==> config.mk <==
export PLATFORM = sky130hd
export DESIGN_NAME = lsu_top
export DESIGN_NICKNAME = d
export VERILOG_FILES = /design/src/rtl/lsu_pkg.sv /design/src/rtl/credit_fifo.sv /design/src/rtl/mem_access.sv /design/src/rtl/result_port.sv /design/src/rtl/lsu_top.sv
export SDC_FILE = /design/constraint.sdc
export NUM_CORES = 1
export LEC_CHECK = 0
export BUFFER_PORTS_ARGS = -buffer_cell sky130_fd_sc_hd__buf_2
export CAP_MARGIN = 20
export CORE_MARGIN = 3
export CORE_UTILIZATION = 40
export CTS_BUF_LIST = sky130_fd_sc_hd__clkbuf_8 sky130_fd_sc_hd__clkbuf_16
export DETAILED_ROUTE_END_ITERATION = 10
export SLEW_MARGIN = 20
export SYNTH_ARGS = -nofsm -noshare
export SYNTH_HDL_FRONTEND = slang
export SYNTH_HIERARCHICAL = 1
export SYNTH_SLANG_ARGS = --single-unit
==> constraint.sdc <==
create_clock -name clk -period 10.65 [get_ports clk]
set_input_delay 1.065 -clock clk [delete_from_list [all_inputs] [get_ports clk]]
set_output_delay 1.065 -clock clk [all_outputs]
set_load 0.01 [all_outputs]
==> src/rtl/lsu_pkg.sv <==
package lsu_pkg;

  // Data path and address width
  parameter int XLEN   = 32;
  // One enable bit per byte lane
  parameter int MASK_W = XLEN / 8;

  typedef enum logic {
    op_load  = 1'b0,
    op_store = 1'b1
  } mem_op_t;

  // RV32I load funct3 encodings
  typedef enum logic [2:0] {
    lb  = 3'b000,
    lh  = 3'b001,
    lw  = 3'b010,
    lbu = 3'b100,
    lhu = 3'b101
  } load_funct3_t;

  // RV32I store funct3 encodings
  typedef enum logic [2:0] {
    sb = 3'b000,
    sh = 3'b001,
    sw = 3'b010
  } store_funct3_t;

  // Incoming load or store request
  typedef struct packed {
    mem_op_t              op;
    logic [2:0]           funct3;
    logic [XLEN-1:0]      addr;
    logic [XLEN-1:0]      wdata;
  } lsu_req_t;

  // Load result, already extended
  typedef struct packed {
    logic [XLEN-1:0]      data;
  } lsu_res_t;

  // Data-cache request, address is word aligned
  typedef struct packed {
    logic                 read;
    logic                 write;
    logic [XLEN-1:0]      addr;
    logic [XLEN-1:0]      wdata;
    logic [MASK_W-1:0]    mbe;
  } dmem_req_t;

endpackage : lsu_pkg

==> src/rtl/credit_fifo.sv <==
`timescale 1ns/1ps

module credit_fifo #(
  parameter type T     = logic,
  parameter int  DEPTH = 4
) (
  input  logic clk,
  input  logic rst_n,
  input  logic push,
  input  T     push_data,
  input  logic pop,
  output T     head,
  output logic not_empty,
  output logic full,
  output logic credit
);

  localparam int PTR_W = (DEPTH > 1) ? $clog2(DEPTH) : 1;
  localparam int CNT_W = $clog2(DEPTH + 1);

  T                 mem [DEPTH];
  logic [PTR_W-1:0] wr_ptr;
  logic [PTR_W-1:0] rd_ptr;
  logic [CNT_W-1:0] count;
  logic             do_push;
  logic             do_pop;

  assign do_push   = push && !full;
  assign do_pop    = pop && not_empty;
  assign not_empty = (count != '0);
  assign full      = (count == CNT_W'(DEPTH));
  assign head      = mem[rd_ptr];

  // Storage, no reset needed on the entries
  always_ff @(posedge clk) begin
    if (do_push) begin
      mem[wr_ptr] <= push_data;
    end
  end

  // Pointers wrap explicitly so DEPTH need not be a power of two
  always_ff @(posedge clk) begin
    if (!rst_n) begin
      wr_ptr <= '0;
      rd_ptr <= '0;
      count  <= '0;
      credit <= 1'b0;
    end else begin
      if (do_push) begin
        wr_ptr <= (wr_ptr == PTR_W'(DEPTH - 1)) ? '0 : wr_ptr + 1'b1;
      end
      if (do_pop) begin
        rd_ptr <= (rd_ptr == PTR_W'(DEPTH - 1)) ? '0 : rd_ptr + 1'b1;
      end
      count  <= count + CNT_W'(do_push) - CNT_W'(do_pop);
      // One credit back per freed entry, a cycle after the pop
      credit <= do_pop;
    end
  end

endmodule : credit_fifo

==> src/rtl/mem_access.sv <==
`timescale 1ns/1ps

module mem_access (
  input  logic                     clk,
  input  logic                     rst_n,
  input  lsu_pkg::lsu_req_t        req_head,
  input  logic                     req_avail,
  output logic                     req_pop,
  input  logic                     res_space,
  output lsu_pkg::dmem_req_t       dmem,
  input  logic                     dmem_resp,
  input  logic [lsu_pkg::XLEN-1:0] dmem_rdata,
  output logic                     res_push,
  output lsu_pkg::lsu_res_t        res_data
);

  import lsu_pkg::*;

  typedef enum logic {
    st_idle,
    st_busy
  } state_t;

  state_t            state;
  lsu_req_t          req_q;
  logic              busy;
  logic              is_load;
  logic [1:0]        offset;
  logic [4:0]        bit_shift;
  logic [XLEN-1:0]   store_data;
  logic [MASK_W-1:0] store_mbe;
  logic [XLEN-1:0]   load_data;

  assign busy      = (state == st_busy);
  assign is_load   = (req_q.op == op_load);
  assign offset    = req_q.addr[1:0];
  assign bit_shift = {offset, 3'b000};

  // Loads need a free result slot before leaving the queue
  assign req_pop = !busy && req_avail && ((req_head.op == op_store) || res_space);

  always_ff @(posedge clk) begin
    if (!rst_n) begin
      state <= st_idle;
    end else begin
      case (state)
        st_idle: begin
          if (req_pop) begin
            state <= st_busy;
          end
        end
        st_busy: begin
          // Access held until the cache answers
          if (dmem_resp) begin
            state <= st_idle;
          end
        end
        default: state <= st_idle;
      endcase
    end
  end

  always_ff @(posedge clk) begin
    if (req_pop) begin
      req_q <= req_head;
    end
  end

  // Store data alignment and byte enables
  always_comb begin
    store_funct3_t store_f;
    store_f = store_funct3_t'(req_q.funct3);
    case (store_f)
      sb: begin
        store_data = req_q.wdata << bit_shift;
        store_mbe  = MASK_W'(4'b0001 << offset);
      end
      sh: begin
        store_data = req_q.wdata << bit_shift;
        // Upper lane drops off at offset 3
        store_mbe  = MASK_W'(4'b0011 << offset);
      end
      sw: begin
        store_data = req_q.wdata;
        store_mbe  = '1;
      end
      default: begin
        store_data = '0;
        store_mbe  = '0;
      end
    endcase
  end

  // Load extraction from the returned word
  always_comb begin
    load_funct3_t load_f;
    logic [7:0]   byte_sel;
    logic [15:0]  half_sel;
    logic         half_ok;
    load_f   = load_funct3_t'(req_q.funct3);
    byte_sel = dmem_rdata[bit_shift +: 8];
    half_sel = offset[1] ? dmem_rdata[31:16] : dmem_rdata[15:0];
    // Halfwords only at offsets 0 and 2, others read as zero
    half_ok  = !offset[0];
    case (load_f)
      lb:      load_data = {{24{byte_sel[7]}}, byte_sel};
      lbu:     load_data = {24'b0, byte_sel};
      lh:      load_data = half_ok ? {{16{half_sel[15]}}, half_sel} : '0;
      lhu:     load_data = half_ok ? {16'b0, half_sel} : '0;
      lw:      load_data = dmem_rdata;
      default: load_data = dmem_rdata;
    endcase
  end

  assign dmem.read  = busy && is_load;
  assign dmem.write = busy && !is_load;
  assign dmem.addr  = {req_q.addr[XLEN-1:2], 2'b00};
  assign dmem.wdata = store_data;
  assign dmem.mbe   = store_mbe;

  // Result goes into the queue on the response edge
  assign res_push      = busy && is_load && dmem_resp;
  assign res_data.data = load_data;

endmodule : mem_access

==> src/rtl/result_port.sv <==
`timescale 1ns/1ps

module result_port #(
  parameter int RES_DEPTH   = 4,
  parameter int RES_CREDITS = 2
) (
  input  logic              clk,
  input  logic              rst_n,
  input  logic              push,
  input  lsu_pkg::lsu_res_t push_data,
  output logic              space,
  input  logic              res_credit,
  output logic              res_valid,
  output lsu_pkg::lsu_res_t res
);

  import lsu_pkg::*;

  localparam int FREE_W = $clog2(RES_DEPTH + 1);
  localparam int CRED_W = $clog2(RES_CREDITS + 1);

  lsu_res_t          head;
  logic              not_empty;
  logic              slot_freed;
  logic              q_pop;
  logic [FREE_W-1:0] free_cnt;
  logic [CRED_W-1:0] cred_cnt;

  credit_fifo #(
    .T     (lsu_res_t),
    .DEPTH (RES_DEPTH)
  ) res_fifo_i (
    .clk       (clk),
    .rst_n     (rst_n),
    .push      (push),
    .push_data (push_data),
    .pop       (q_pop),
    .head      (head),
    .not_empty (not_empty),
    .full      (),
    .credit    (slot_freed)
  );

  // Send only with a downstream credit in hand
  assign q_pop = not_empty && (cred_cnt != '0);
  assign space = (free_cnt != '0);

  always_ff @(posedge clk) begin
    if (!rst_n) begin
      free_cnt  <= FREE_W'(RES_DEPTH);
      cred_cnt  <= CRED_W'(RES_CREDITS);
      res_valid <= 1'b0;
    end else begin
      // Slot taken on push, returned one cycle after its pop
      free_cnt  <= free_cnt + FREE_W'(slot_freed) - FREE_W'(push);
      cred_cnt  <= cred_cnt + CRED_W'(res_credit) - CRED_W'(q_pop);
      res_valid <= q_pop;
    end
  end

  always_ff @(posedge clk) begin
    if (q_pop) begin
      res <= head;
    end
  end

endmodule : result_port

==> src/rtl/lsu_top.sv <==
`timescale 1ns/1ps

module lsu_top #(
  parameter int REQ_DEPTH   = 4,
  parameter int RES_DEPTH   = 4,
  parameter int RES_CREDITS = 2
) (
  input  logic                     clk,
  input  logic                     rst_n,
  input  logic                     req_valid,
  input  lsu_pkg::lsu_req_t        req,
  output logic                     req_credit,
  output lsu_pkg::dmem_req_t       dmem,
  input  logic                     dmem_resp,
  input  logic [lsu_pkg::XLEN-1:0] dmem_rdata,
  output logic                     res_valid,
  output lsu_pkg::lsu_res_t        res,
  input  logic                     res_credit
);

  import lsu_pkg::*;

  lsu_req_t req_head;
  logic     req_avail;
  logic     req_pop;
  logic     res_space;
  logic     res_push;
  lsu_res_t res_data;

  // Request queue, sender holds REQ_DEPTH credits
  credit_fifo #(
    .T     (lsu_req_t),
    .DEPTH (REQ_DEPTH)
  ) req_fifo_i (
    .clk       (clk),
    .rst_n     (rst_n),
    .push      (req_valid),
    .push_data (req),
    .pop       (req_pop),
    .head      (req_head),
    .not_empty (req_avail),
    .full      (),
    .credit    (req_credit)
  );

  mem_access mem_access_i (
    .clk        (clk),
    .rst_n      (rst_n),
    .req_head   (req_head),
    .req_avail  (req_avail),
    .req_pop    (req_pop),
    .res_space  (res_space),
    .dmem       (dmem),
    .dmem_resp  (dmem_resp),
    .dmem_rdata (dmem_rdata),
    .res_push   (res_push),
    .res_data   (res_data)
  );

  result_port #(
    .RES_DEPTH   (RES_DEPTH),
    .RES_CREDITS (RES_CREDITS)
  ) result_port_i (
    .clk        (clk),
    .rst_n      (rst_n),
    .push       (res_push),
    .push_data  (res_data),
    .space      (res_space),
    .res_credit (res_credit),
    .res_valid  (res_valid),
    .res        (res)
  );

endmodule : lsu_top

==> flow_metrics.env, run 1 <==
export IMPL_status="complete, no violations"
export IMPL_p_leak_nw=8.10
export IMPL_die_h_um=232
export IMPL_fin_crit_ns=4.09
export IMPL_syn_area_mm2=0.0205
export IMPL_start_util_pct=40.6
export IMPL_cts_buffers=55
export IMPL_clk_latency_ns=0.60
export IMPL_cp_endpoint="dmem[18]"
export IMPL_final_instance_count_excl_fill=1923
export IMPL_fin_util_pct=46.8
export IMPL_cp_top_family="compound AO/OA/AOI/OAI gates"
export IMPL_synth_most_common_cell="edfxtp_1"
export IMPL_critPathLaunch="mem_access_i/req_q[65]$_DFFE_PP_"
export IMPL_setup_viol=0
export IMPL_ys_warn_count=6
export IMPL_clockBufferDepth=3
export IMPL_yosys_most_used_dff="edfxtp_1"
export IMPL_layout_drive_gt1_share_pct=34.2
export IMPL_pin_count=209
export IMPL_dieArea_mm2=0.0539
export IMPL_rr_endpoint="req_fifo_i/count[2]$_SDFF_PN0_"
export IMPL_synthArstFlopShare_pct=0
export IMPL_timing_final_max_slew_violations=0
export IMPL_slew_limit_headroom_pct=27.1
export IMPL_ctsResizeCount=0
export IMPL_ys_seq_elements=527
export IMPL_grtUsageTotal_pct=16.6
export IMPL_synth_yosys_seq_area_share_pct=76.0
export IMPL_holdWs_ns=0.502
export IMPL_fin_nets=1334
export IMPL_fin_tns_setup_ns=0
export IMPL_required_ns=9.59
export IMPL_cts_tree="built"
export IMPL_holdBufCountCts=0
export IMPL_cp_depth=5
export IMPL_fin_skew_ns=0.0229
export IMPL_place_inst=1823
export IMPL_timing_fmax_mhz=244
export IMPL_crit_path_top_delay_cell="a21oi_4"
export IMPL_ff2ff_setup_slack_ns=7.38
export IMPL_via_count=10200
export IMPL_die_w_um=232
export IMPL_synth_largest_area_cell="edfxtp_1"
export IMPL_cts_setup_buffers=0
export IMPL_p_per_area_mw_per_mm2=264
export IMPL_drt_total_wl_um=45100
export IMPL_wire_per_inst_um=23.5
export IMPL_synthCells=1011
export IMPL_yosys_top_cells_count="500 x edfxtp_1, 100 x mux4_2, 39 x buf_4, 33 x nand2_1, 27 x dfxtp_1"
export IMPL_grt_start_max_net_pins=68
export IMPL_critPathBufInv=2
export IMPL_synthDistinctLibCells=54
export IMPL_drtIter0Drc=820
export IMPL_reg2reg_depth=13
export IMPL_end_kind="output port"
export IMPL_crit_type="reg -> out"
export IMPL_grt_pass1_vias=10200
export IMPL_fillers=4221
export IMPL_crit_arrival_ns=3.03
export IMPL_max_stage_delay_ns=0.91
export IMPL_hold_class="reg -> reg"
export IMPL_ant_nets=0
export IMPL_clock_sinks=527
export IMPL_overflow=0
export IMPL_clk_pin_slew_ns=0.06
export IMPL_irDropWorstVdd_mv=0.148
export IMPL_grt_antenna_before_repair=14
export IMPL_areaGrowthSynthToFinish_pct=15.1
export IMPL_drc=0
export IMPL_cp_cell_sequence="buf_4 > nand2b_1 > a21oi_4 > a22o_1 > buf_2"
export IMPL_post_route_period_util_pct=38.4
export IMPL_rsz0062_at_grt="no"
export IMPL_synth_area_per_cell_um2=20.2
export IMPL_avgViaCountPerCell=5.28
export IMPL_core_mm2=0.0504
export IMPL_cp_start_kind="flop"
export IMPL_hold_viol_final=0
export IMPL_grt_pass1_wl_um=66100
export IMPL_synth_top_area_share_pct=73.3
export IMPL_place_gp_congestion=0.889
export IMPL_crit_fanout=45
export IMPL_synth_area_leaders="edfxtp_1 73%, mux4_2 11%, dfxtp_1 2.6%, buf_4 1.4%, ha_1 1.1%"
export IMPL_worst_pin_slew_ns=1.09
export IMPL_cts_max_level=2
export IMPL_port_buffers=206
export IMPL_row_count=82
export IMPL_drt_first_pass_iters=5
export IMPL_synth_edf_count=500
export IMPL_dp_hpwl_um=28500
export IMPL_maxCapViolCount=0
export IMPL_cts_root_buf="clkbuf_16"
## worst min-delay path, delay by kind of cell (launching register included)
family,cells,cell delay (ns)
AOI/OAI and AO/OA,1,0.07
DFF,1,0.32
and+or+nand+nor,1,0.06
## flip-flops by register name, indices dropped and copies added (netlist names), named ones only
register,count
result_port_i/cred_cnt,2
result_port_i/res,32
result_port_i/res_valid,1
mem_access_i/dmem,30
req_fifo_i/credit,1
mem_access_i/busy,1
req_fifo_i/mem,272
mem_access_i/bit_shift,2
result_port_i/res_fifo_i/credit,1
result_port_i/res_fifo_i/rd_ptr,2
req_fifo_i/wr_ptr,2
result_port_i/free_cnt,3
req_fifo_i/rd_ptr,2
req_fifo_i/count,3
mem_access_i/req_q,36
result_port_i/res_fifo_i/mem,128
result_port_i/res_fifo_i/wr_ptr,2
result_port_i/res_fifo_i/count,3
## where the power goes
part	leakage, nW	switching, mW	internal [mW]
registers	4.82	0.224	2.81
clock network	0.828	0.753	0.957
logic	2.45	0.915	0.559
## layout by cell type, fill, tap and decap left out, drive strengths merged, types with 4 or more instances in the layout
| cell | Yosys | final |
|---|---|---|
| o21ai | 16 | 16 |
| nor2b | 8 | 8 |
| diode | 0 | 7 |
| and2 | 17 | 17 |
| nand2 | 33 | 33 |
| inv | 25 | 39 |
| buf | 72 | 220 |
| a21oi | 23 | 23 |
| a21o | 6 | 6 |
| mux4 | 100 | 100 |
| ha | 18 | 18 |
| o211ai | 9 | 9 |
| nand2b | 4 | 4 |
| clkinv | 0 | 19 |
| mux2i | 6 | 6 |
| mux2 | 9 | 9 |
| a22oi | 17 | 17 |
| edfxtp | 500 | 500 |
| a22o | 23 | 23 |
| nand3 | 24 | 24 |
| a32oi | 8 | 8 |
| nor2 | 13 | 13 |
| clkbuf | 9 | 57 |
| dfxtp | 27 | 27 |
| and3 | 8 | 8 |
| or3 | 6 | 6 |
## metrics by stage
step	power, mW	setup WS, ns	instance area (µm²)
global placement	4.55	7.30	21900
finish	6.22	6.56	23600
global route	6.52	6.31	23500
detailed placement	4.57	7.18	21900
floorplan	4.05	2.26	20500
CTS	6.31	6.53	23500
## area by class of cell
cell class,count,area [µm²],share of cell area [%]
tap,672,841,3.57
antenna,7,17.5,0.0744
clock inverter,36,171,0.728
clock buffer,57,1430,6.06
inverter,25,93.8,0.398
timing repair buffer,220,1140,4.82
sequential,527,15600,66.1
multi-input combinational,379,4300,18.3
## how the worst min path moves through the flow
stage | startpoint | to | slack, ns | depth (start not counted)
floorplan | req_fifo_i/rd_ptr[0]$_SDFFE_PN0N_ | flop | 0.46 | 2
global placement | req_fifo_i/rd_ptr[0]$_SDFFE_PN0N_ | flop | 0.48 | 2
detailed placement | result_port_i/res_fifo_i/rd_ptr[0]$_SDFFE_PN0N_ | flop | 0.48 | 2
CTS | result_port_i/res_fifo_i/rd_ptr[0]$_SDFFE_PN0N_ | flop | 0.50 | 2
global route | req_fifo_i/rd_ptr[0]$_SDFFE_PN0N_ | flop | 0.52 | 2
finish | result_port_i/res_fifo_i/rd_ptr[0]$_SDFFE_PN0N_ | flop | 0.50 | 2
## cell families (layout without fill, tap and decap cells)
family	count (synthesis)	count (layout)	share of synthesized area (%)
adders and majority gates	21	21	1.39
buffers and inverters	106	338	3.19
muxes	115	115	11.8
xor gates and xnor gates	4	4	0.306
and+or+nand+nor	127	127	3.43
AOI/OAI and AO/OA	110	110	3.89
DFF	527	527	76.0
other	1	9	0.0183
## layer usage
layer / up-vias / wire length (µm) / global-route usage [%] / share of wire, %
met5: - / 48 / 0 / 0.11
met4: 8 / 669 / 4.01 / 1.5
met3: 63 / 4300 / 5.12 / 9.5
met2: 399 / 21100 / 25.4 / 47
met1: 5231 / 19000 / 23.4 / 42
li1: 4462 / - / - / -
Note: power is estimated with default switching activity, not from simulation.
==> run 2, diff against run 1 <==
==> constraint.sdc (replaced) <==
create_clock -name clk -period 3.9 [get_ports clk]
set_input_delay 0.39 -clock clk [delete_from_list [all_inputs] [get_ports clk]]
set_output_delay 0.39 -clock clk [all_outputs]
set_load 0.01 [all_outputs]
==> run 2 against run 1 <==
  * Cell area rose by 3.4%
  * Sequential share of layout area fell by 2.2 points
  * Cell count rose by 3.9%
  * Non-clock buffer count rose by 76
  * Flip-flop and latch count did not move
  * Hold slack got worse by 0.47 ns
  * Global-route usage barely moved
  * Clock skew fell by 0.0036 ns
  * Critical path type unchanged
  * Critical endpoint is now dmem[34]
==> flow_metrics.env, run 2 (synthesized netlist as in run 1, its figures left out) <==
export IMPL_clock_sinks=527
export IMPL_overflow=0
export IMPL_grt_start_max_net_pins=42
export IMPL_largest_register_ff_count=272
export IMPL_cp_start_kind="flop"
export IMPL_fillers=4146
export IMPL_p_int_mw=12.0
export IMPL_grt_antenna_before_repair=6
export IMPL_start_util_pct=40.6
export IMPL_core_mm2=0.0504
export IMPL_finalPower_mw=17.2
export IMPL_crit_fanout=33
export IMPL_cts_buffers=55
export IMPL_n_antenna_cell=0
export IMPL_hold_class="in -> reg"
export IMPL_required_ns=3.51
export IMPL_p_per_area_mw_per_mm2=708
export IMPL_r2r_start="result_port_i/res_fifo_i/count[1]$_SDFF_PN0_"
export IMPL_dp_hpwl_um=28100
export IMPL_die_h_um=232
export IMPL_cts_setup_buffers=0
export IMPL_timing_final_max_slew_violations=0
export IMPL_grtUsageTotal_pct=16.6
export IMPL_status="complete, no violations"
export IMPL_p_switching_mw=5.21
export IMPL_end_kind="output port"
export IMPL_drtIter0Drc=892
export IMPL_drt_first_pass_iters=5
export IMPL_power_frac_clock_pct=28.2
export IMPL_pin_count=209
export IMPL_wire_per_inst_um=22.2
export IMPL_place_gp_congestion=0.865
export IMPL_critPathLaunch="mem_access_i/bit_shift[4]$_DFFE_PP_"
export IMPL_cts_root_buf="clkbuf_16"
export IMPL_clockBufferDepth=3
export IMPL_p_seq_share_pct=47.6
export IMPL_avgViaCountPerCell=5.18
export IMPL_mostFrequentLayoutCells="500 x edfxtp_1, 206 x buf_2, 100 x mux4_2"
export IMPL_reg2reg_depth=12
export IMPL_final_common_cell="edfxtp_1"
export IMPL_irDropWorstVdd_mv=0.453
export IMPL_switching_share_pct=30.2
export IMPL_drc=0
export IMPL_drt_total_wl_um=44400
export IMPL_min_from="req[9]"
export IMPL_fin_tns_setup_ns=0
export IMPL_dpl_worst_slack_ns=1.16
export IMPL_place_inst=1833
export IMPL_timing_fmax_mhz=296
export IMPL_p_leak_nw=8.46
export IMPL_fin_skew_ns=0.0193
export IMPL_clk_latency_ns=0.59
export IMPL_final_cell_area_mm2=0.0244
export IMPL_ctsResizeCount=0
export IMPL_hold_depth=1
export IMPL_clk_pin_slew_ns=0.06
export IMPL_final_instance_count_excl_fill=1998
export IMPL_placed_cell_area_mm2=0.0220
export IMPL_die_w_um=232
export IMPL_via_count=10400
export IMPL_worst_pin_slew_ns=1.04
export IMPL_fin_nets=1410
export IMPL_row_count=82
export IMPL_setup_viol=0
export IMPL_hold_viol_final=0
export IMPL_top_regs="req_fifo_i/mem x272, result_port_i/res_fifo_i/mem x128, mem_access_i/req_q x36"
export IMPL_dieArea_mm2=0.0539
export IMPL_final_setup_worst_slack_ns=0.520
export IMPL_fin_crit_ns=3.38
export IMPL_grt_pass1_vias=10600
export IMPL_combPwrFrac_pct=24.2
export IMPL_slew_limit_headroom_pct=30.7
export IMPL_rsz0062_at_grt="no"
export IMPL_maxCapViolCount=0
export IMPL_ant_nets=0
export IMPL_areaGrowthSynthToFinish_pct=19.0
export IMPL_crit_arrival_ns=2.99
export IMPL_port_buffers=206
export IMPL_cts_tree="built"
export IMPL_crit_type="reg -> out"
export IMPL_max_flop_register="req_fifo_i/mem"
export IMPL_cts_max_level=2
export IMPL_grt_pass1_wl_um=66900
export IMPL_post_route_period_util_pct=86.7
export IMPL_layout_drive_gt1_share_pct=33.3
[run 2: cell count changes in the layout (fill, tap and decap cells not counted), sizes merged]
| cell | change |
|---|---|
| dlygate4sd3 | +66 |
| buf | +10 |
| inv | -1 |
| bufinv | +2 |
| clkinv | +5 |
| diode | -7 |
[run 2: timing repair]
action | in CTS | in global routing
setup endpoints to repair | 0 | 0
hold buffers | 66 | 0
hold endpoints to repair | 261 | 0
[run 2: metal layers]
| layer | global-route usage, % | vias to the layer above | wire (µm) |
|---|---|---|---|
| met5 | 0.368 | - | 55 |
| met4 | 4.65 | 8 | 930 |
| met3 | 3.82 | 74 | 3050 |
| met2 | 27.4 | 372 | 22100 |
| met1 | 22.2 | 5271 | 18300 |
| li1 | - | 4627 | - |
[run 2: power groups by stage]
stage / clock (mW) / combinational [mW] / sequential (mW)
CTS: 5.01 / 4.28 / 8.24
finish: 4.86 / 4.17 / 8.21
global placement: 0 / 4.15 / 8.35
floorplan: 0 / 2.94 / 8.08
global route: 5.23 / 4.57 / 8.30
detailed placement: 0 / 4.21 / 8.34
[run 2: worst paths after layout]
kind                            slack, ns                                      endpoint
worst min register to register       0.48                                          flop
worst min-delay path                 0.04                req_fifo_i/mem[0][9]$_DFFE_PP_
worst max register to register       1.21  result_port_i/res_fifo_i/count[2]$_SDFF_PN0_
worst max-delay path                 0.52                                      dmem[34]
[run 2: cell type report]
type	instances	area [µm²]	share of cell area, %
flip-flops and latches	527	15600	63.9
multi-input cells	379	4300	17.7
repair buffers	296	1870	7.69
clock buffers	57	1430	5.86
well taps	672	841	3.45
clock inverters	42	254	1.04
inverters	25	93.8	0.385
[run 2: critical path, cell delays in order, from the launching register on]
cell and delay, ns:
edfxtp_1 0.65, or3_4 0.48, a21oi_4 0.82, a22o_1 0.29, buf_2 0.15
[run 2: through the flow]
step | hold WS (ns) | utilization, %
after floorplan | 0.452 | -
after global placement | 0.480 | 43.7
after detailed placement | 0.477 | 43.7
after CTS | 0.000831 | 48.3
after global routing | 0.0196 | 48.3
final | 0.0350 | 48.3
==> run 3, diff against run 2 <==
--- a/config.mk
+++ b/config.mk
@@ -8,9 +8,10 @@
 export BUFFER_PORTS_ARGS = -buffer_cell sky130_fd_sc_hd__buf_2
 export CAP_MARGIN = 20
 export CORE_MARGIN = 3
-export CORE_UTILIZATION = 40
+export CORE_UTILIZATION = 35
 export CTS_BUF_LIST = sky130_fd_sc_hd__clkbuf_8 sky130_fd_sc_hd__clkbuf_16
 export DETAILED_ROUTE_END_ITERATION = 10
+export PLACE_DENSITY_LB_ADDON = 0.3
 export SLEW_MARGIN = 20
 export SYNTH_ARGS = -nofsm -noshare
 export SYNTH_HDL_FRONTEND = slang
==> constraint.sdc (replaced) <==
create_clock -name clk -period 4.2 [get_ports clk]
set_input_delay 0.42 -clock clk [delete_from_list [all_inputs] [get_ports clk]]
set_output_delay 0.42 -clock clk [all_outputs]
set_load 0.01 [all_outputs]
==> run 3 against run 2 <==
  * Sequential power shrank 8.0%
  * Clock power grew 2%
  * Cell area shrank 1.6%
  * Non-clock buffer count shrank 70
  * Register-to-register slack gained 0.07 ns
  * Highest routed layer unchanged
  * Sequential share of layout area grew 1.0 points
  * Cell count grew 1.3%
  * First-iteration DRC count shrank 38%
  * Global-route usage shrank 2.0 points
  * Clock skew shrank 0.0064 ns
  * Largest cell class unchanged
  * Combinational power shrank 7.7%
==> flow_metrics.env, run 3 (synthesized netlist as in run 1, its figures left out) <==
export IMPL_maxCapViolCount=0
export IMPL_cts_buffers=54
export IMPL_cts_max_level=2
export IMPL_row_count=88
export IMPL_place_inst=1922
export IMPL_clk_latency_ns=0.58
export IMPL_core_mm2=0.0578
export IMPL_drc=0
export IMPL_grt_start_max_net_pins=50
export IMPL_hold_class="in -> reg"
export IMPL_dieArea_mm2=0.0614
export IMPL_required_ns=3.78
export IMPL_crit_type="reg -> out"
export IMPL_status="complete, no violations"
export IMPL_cts_tree="built"
export IMPL_port_buffers=206
export IMPL_end_kind="output port"
export IMPL_busiest_layer="met2"
export IMPL_dpl_worst_slack_ns=1.24
export IMPL_grtUsageTotal_pct=14.6
export IMPL_timing_final_max_slew_violations=0
export IMPL_areaGrowthSynthToFinish_pct=17.1
export IMPL_holdBufCountCts=0
export IMPL_max_stage_delay_ns=0.88
export IMPL_die_h_um=248
export IMPL_cp_start_kind="flop"
export IMPL_largest_register_ff_count=272
export IMPL_rsz0062_at_grt="no"
export IMPL_clk_pin_slew_ns=0.07
export IMPL_dp_hpwl_um=28300
export IMPL_final_setup_worst_slack_ns=0.800
export IMPL_drt_total_wl_um=45100
export IMPL_critPathBufInv=1
export IMPL_met1_usage_pct=18.6
export IMPL_crit_path_top_delay_cell="a21oi_4"
export IMPL_fin_nets=1339
export IMPL_clockBufferDepth=3
export IMPL_p_per_area_mw_per_mm2=682
export IMPL_cts_setup_buffers=0
export IMPL_via_count=9964
export IMPL_cts_root_buf="clkbuf_16"
export IMPL_p_leak_nw=8.22
export IMPL_fin_tns_setup_ns=0
export IMPL_crit_arrival_ns=2.98
export IMPL_grt_util_met3_pct=5.27
export IMPL_irDropWorstVdd_mv=0.356
export IMPL_grt_antenna_before_repair=15
export IMPL_fillers=5118
export IMPL_crit_fanout=33
export IMPL_start_util_pct=35.4
export IMPL_clock_sinks=527
export IMPL_grt_pass1_vias=10200
export IMPL_slew_limit_headroom_pct=30.9
export IMPL_overflow=0
export IMPL_ant_nets=0
export IMPL_fin_crit_ns=3.40
export IMPL_grt_pass1_wl_um=66000
export IMPL_wire_per_inst_um=22.3
export IMPL_final_instance_count_excl_fill=2023
export IMPL_grtUsageMet2_pct=23.9
export IMPL_drtIter0Drc=555
export IMPL_post_route_period_util_pct=80.9
export IMPL_drt_first_pass_iters=5
export IMPL_multi_input_comb_area_mm2=0.00430
export IMPL_mostFrequentLayoutCells="500 x edfxtp_1, 206 x buf_2, 100 x mux4_2"
export IMPL_setup_viol=0
export IMPL_regArea_mm2=0.0156
export IMPL_holdWs_ns=0.0499
export IMPL_fin_skew_ns=0.0130
export IMPL_hold_viol_final=0
export IMPL_cp_top_family="compound AO/OA/AOI/OAI gates"
export IMPL_ctsResizeCount=0
export IMPL_timing_fmax_mhz=294
export IMPL_top_regs="req_fifo_i/mem x272, result_port_i/res_fifo_i/mem x128, mem_access_i/req_q x36"
export IMPL_die_w_um=248
export IMPL_layout_drive_gt1_share_pct=35.6
export IMPL_avgViaCountPerCell=4.93
export IMPL_worst_pin_slew_ns=1.03
export IMPL_max_flop_register="req_fifo_i/mem"
export IMPL_pin_count=209
export IMPL_cp_cell_sequence="nand2b_1 > a21oi_4 > a22o_1 > buf_2"
export IMPL_final_common_cell="edfxtp_1"
export IMPL_place_gp_congestion=0.773
==> run 3: cell count changes in the layout (fill, tap and decap cells not counted) <==
cell	before	now
dlygate4sd3_1	66	0
bufinv_16	2	8
clkinv_1	14	9
clkinv_2	9	4
buf_4	24	20
inv_1	35	31
inv_6	0	4
clkinv_4	1	4
clkinvlp_4	3	5
diode_2	0	2
inv_16	1	0
==> run 3: power breakdown <==
group	internal [mW]	total, mW	leakage [nW]	switching (mW)
clock network	2.95	4.95	0.923	2.00
registers	7.11	7.55	4.82	0.444
logic	1.44	3.85	2.48	2.41
==> run 3: final cells by class <==
class                           count  area share (%)
Clock inverter                     42            1.80
Antenna cell                        2          0.0209
Tap cell                          765            3.99
Clock buffer                       57            5.95
Timing Repair Buffer              226            4.93
Sequential cell                   527            65.0
Multi-Input combinational cell    379            18.0
Inverter                           25           0.392
==> run 3: layer usage <==
metal  wire [µm]  up-vias
met1       18400     5077
met4         753       20
met3        3980       77
met2       21800      314
met5         125        -
li1            -     4476
==> run 3: path summary, 6_finish.rpt <==
kind	startpoint	end	slack, ns	cells past startpoint
setup reg to reg	flop	req_fifo_i/count[2]$_SDFF_PN0_	1.28	13
hold / removal	req[32]	req_fifo_i/mem[2][32]$_DFFE_PP_	0.05	1
hold reg to reg	req_fifo_i/rd_ptr[1]$_SDFFE_PN0N_	flop	0.50	2
setup / recovery	mem_access_i/req_q[64]$_DFFE_PP_	dmem[35]	0.80	4
==> run 3: through the flow <==
step | instance area (µm²) | power, mW | utilization, %
2_1_floorplan | 20500 | 10.2 | -
5_1_grt | 24000 | 17.2 | 41.5
4_1_cts | 24000 | 16.7 | 41.4
3_3_place_gp | 22100 | 11.6 | 38.2
3_5_place_dp | 22100 | 11.6 | 38.2
6_report | 24000 | 16.4 | 41.5
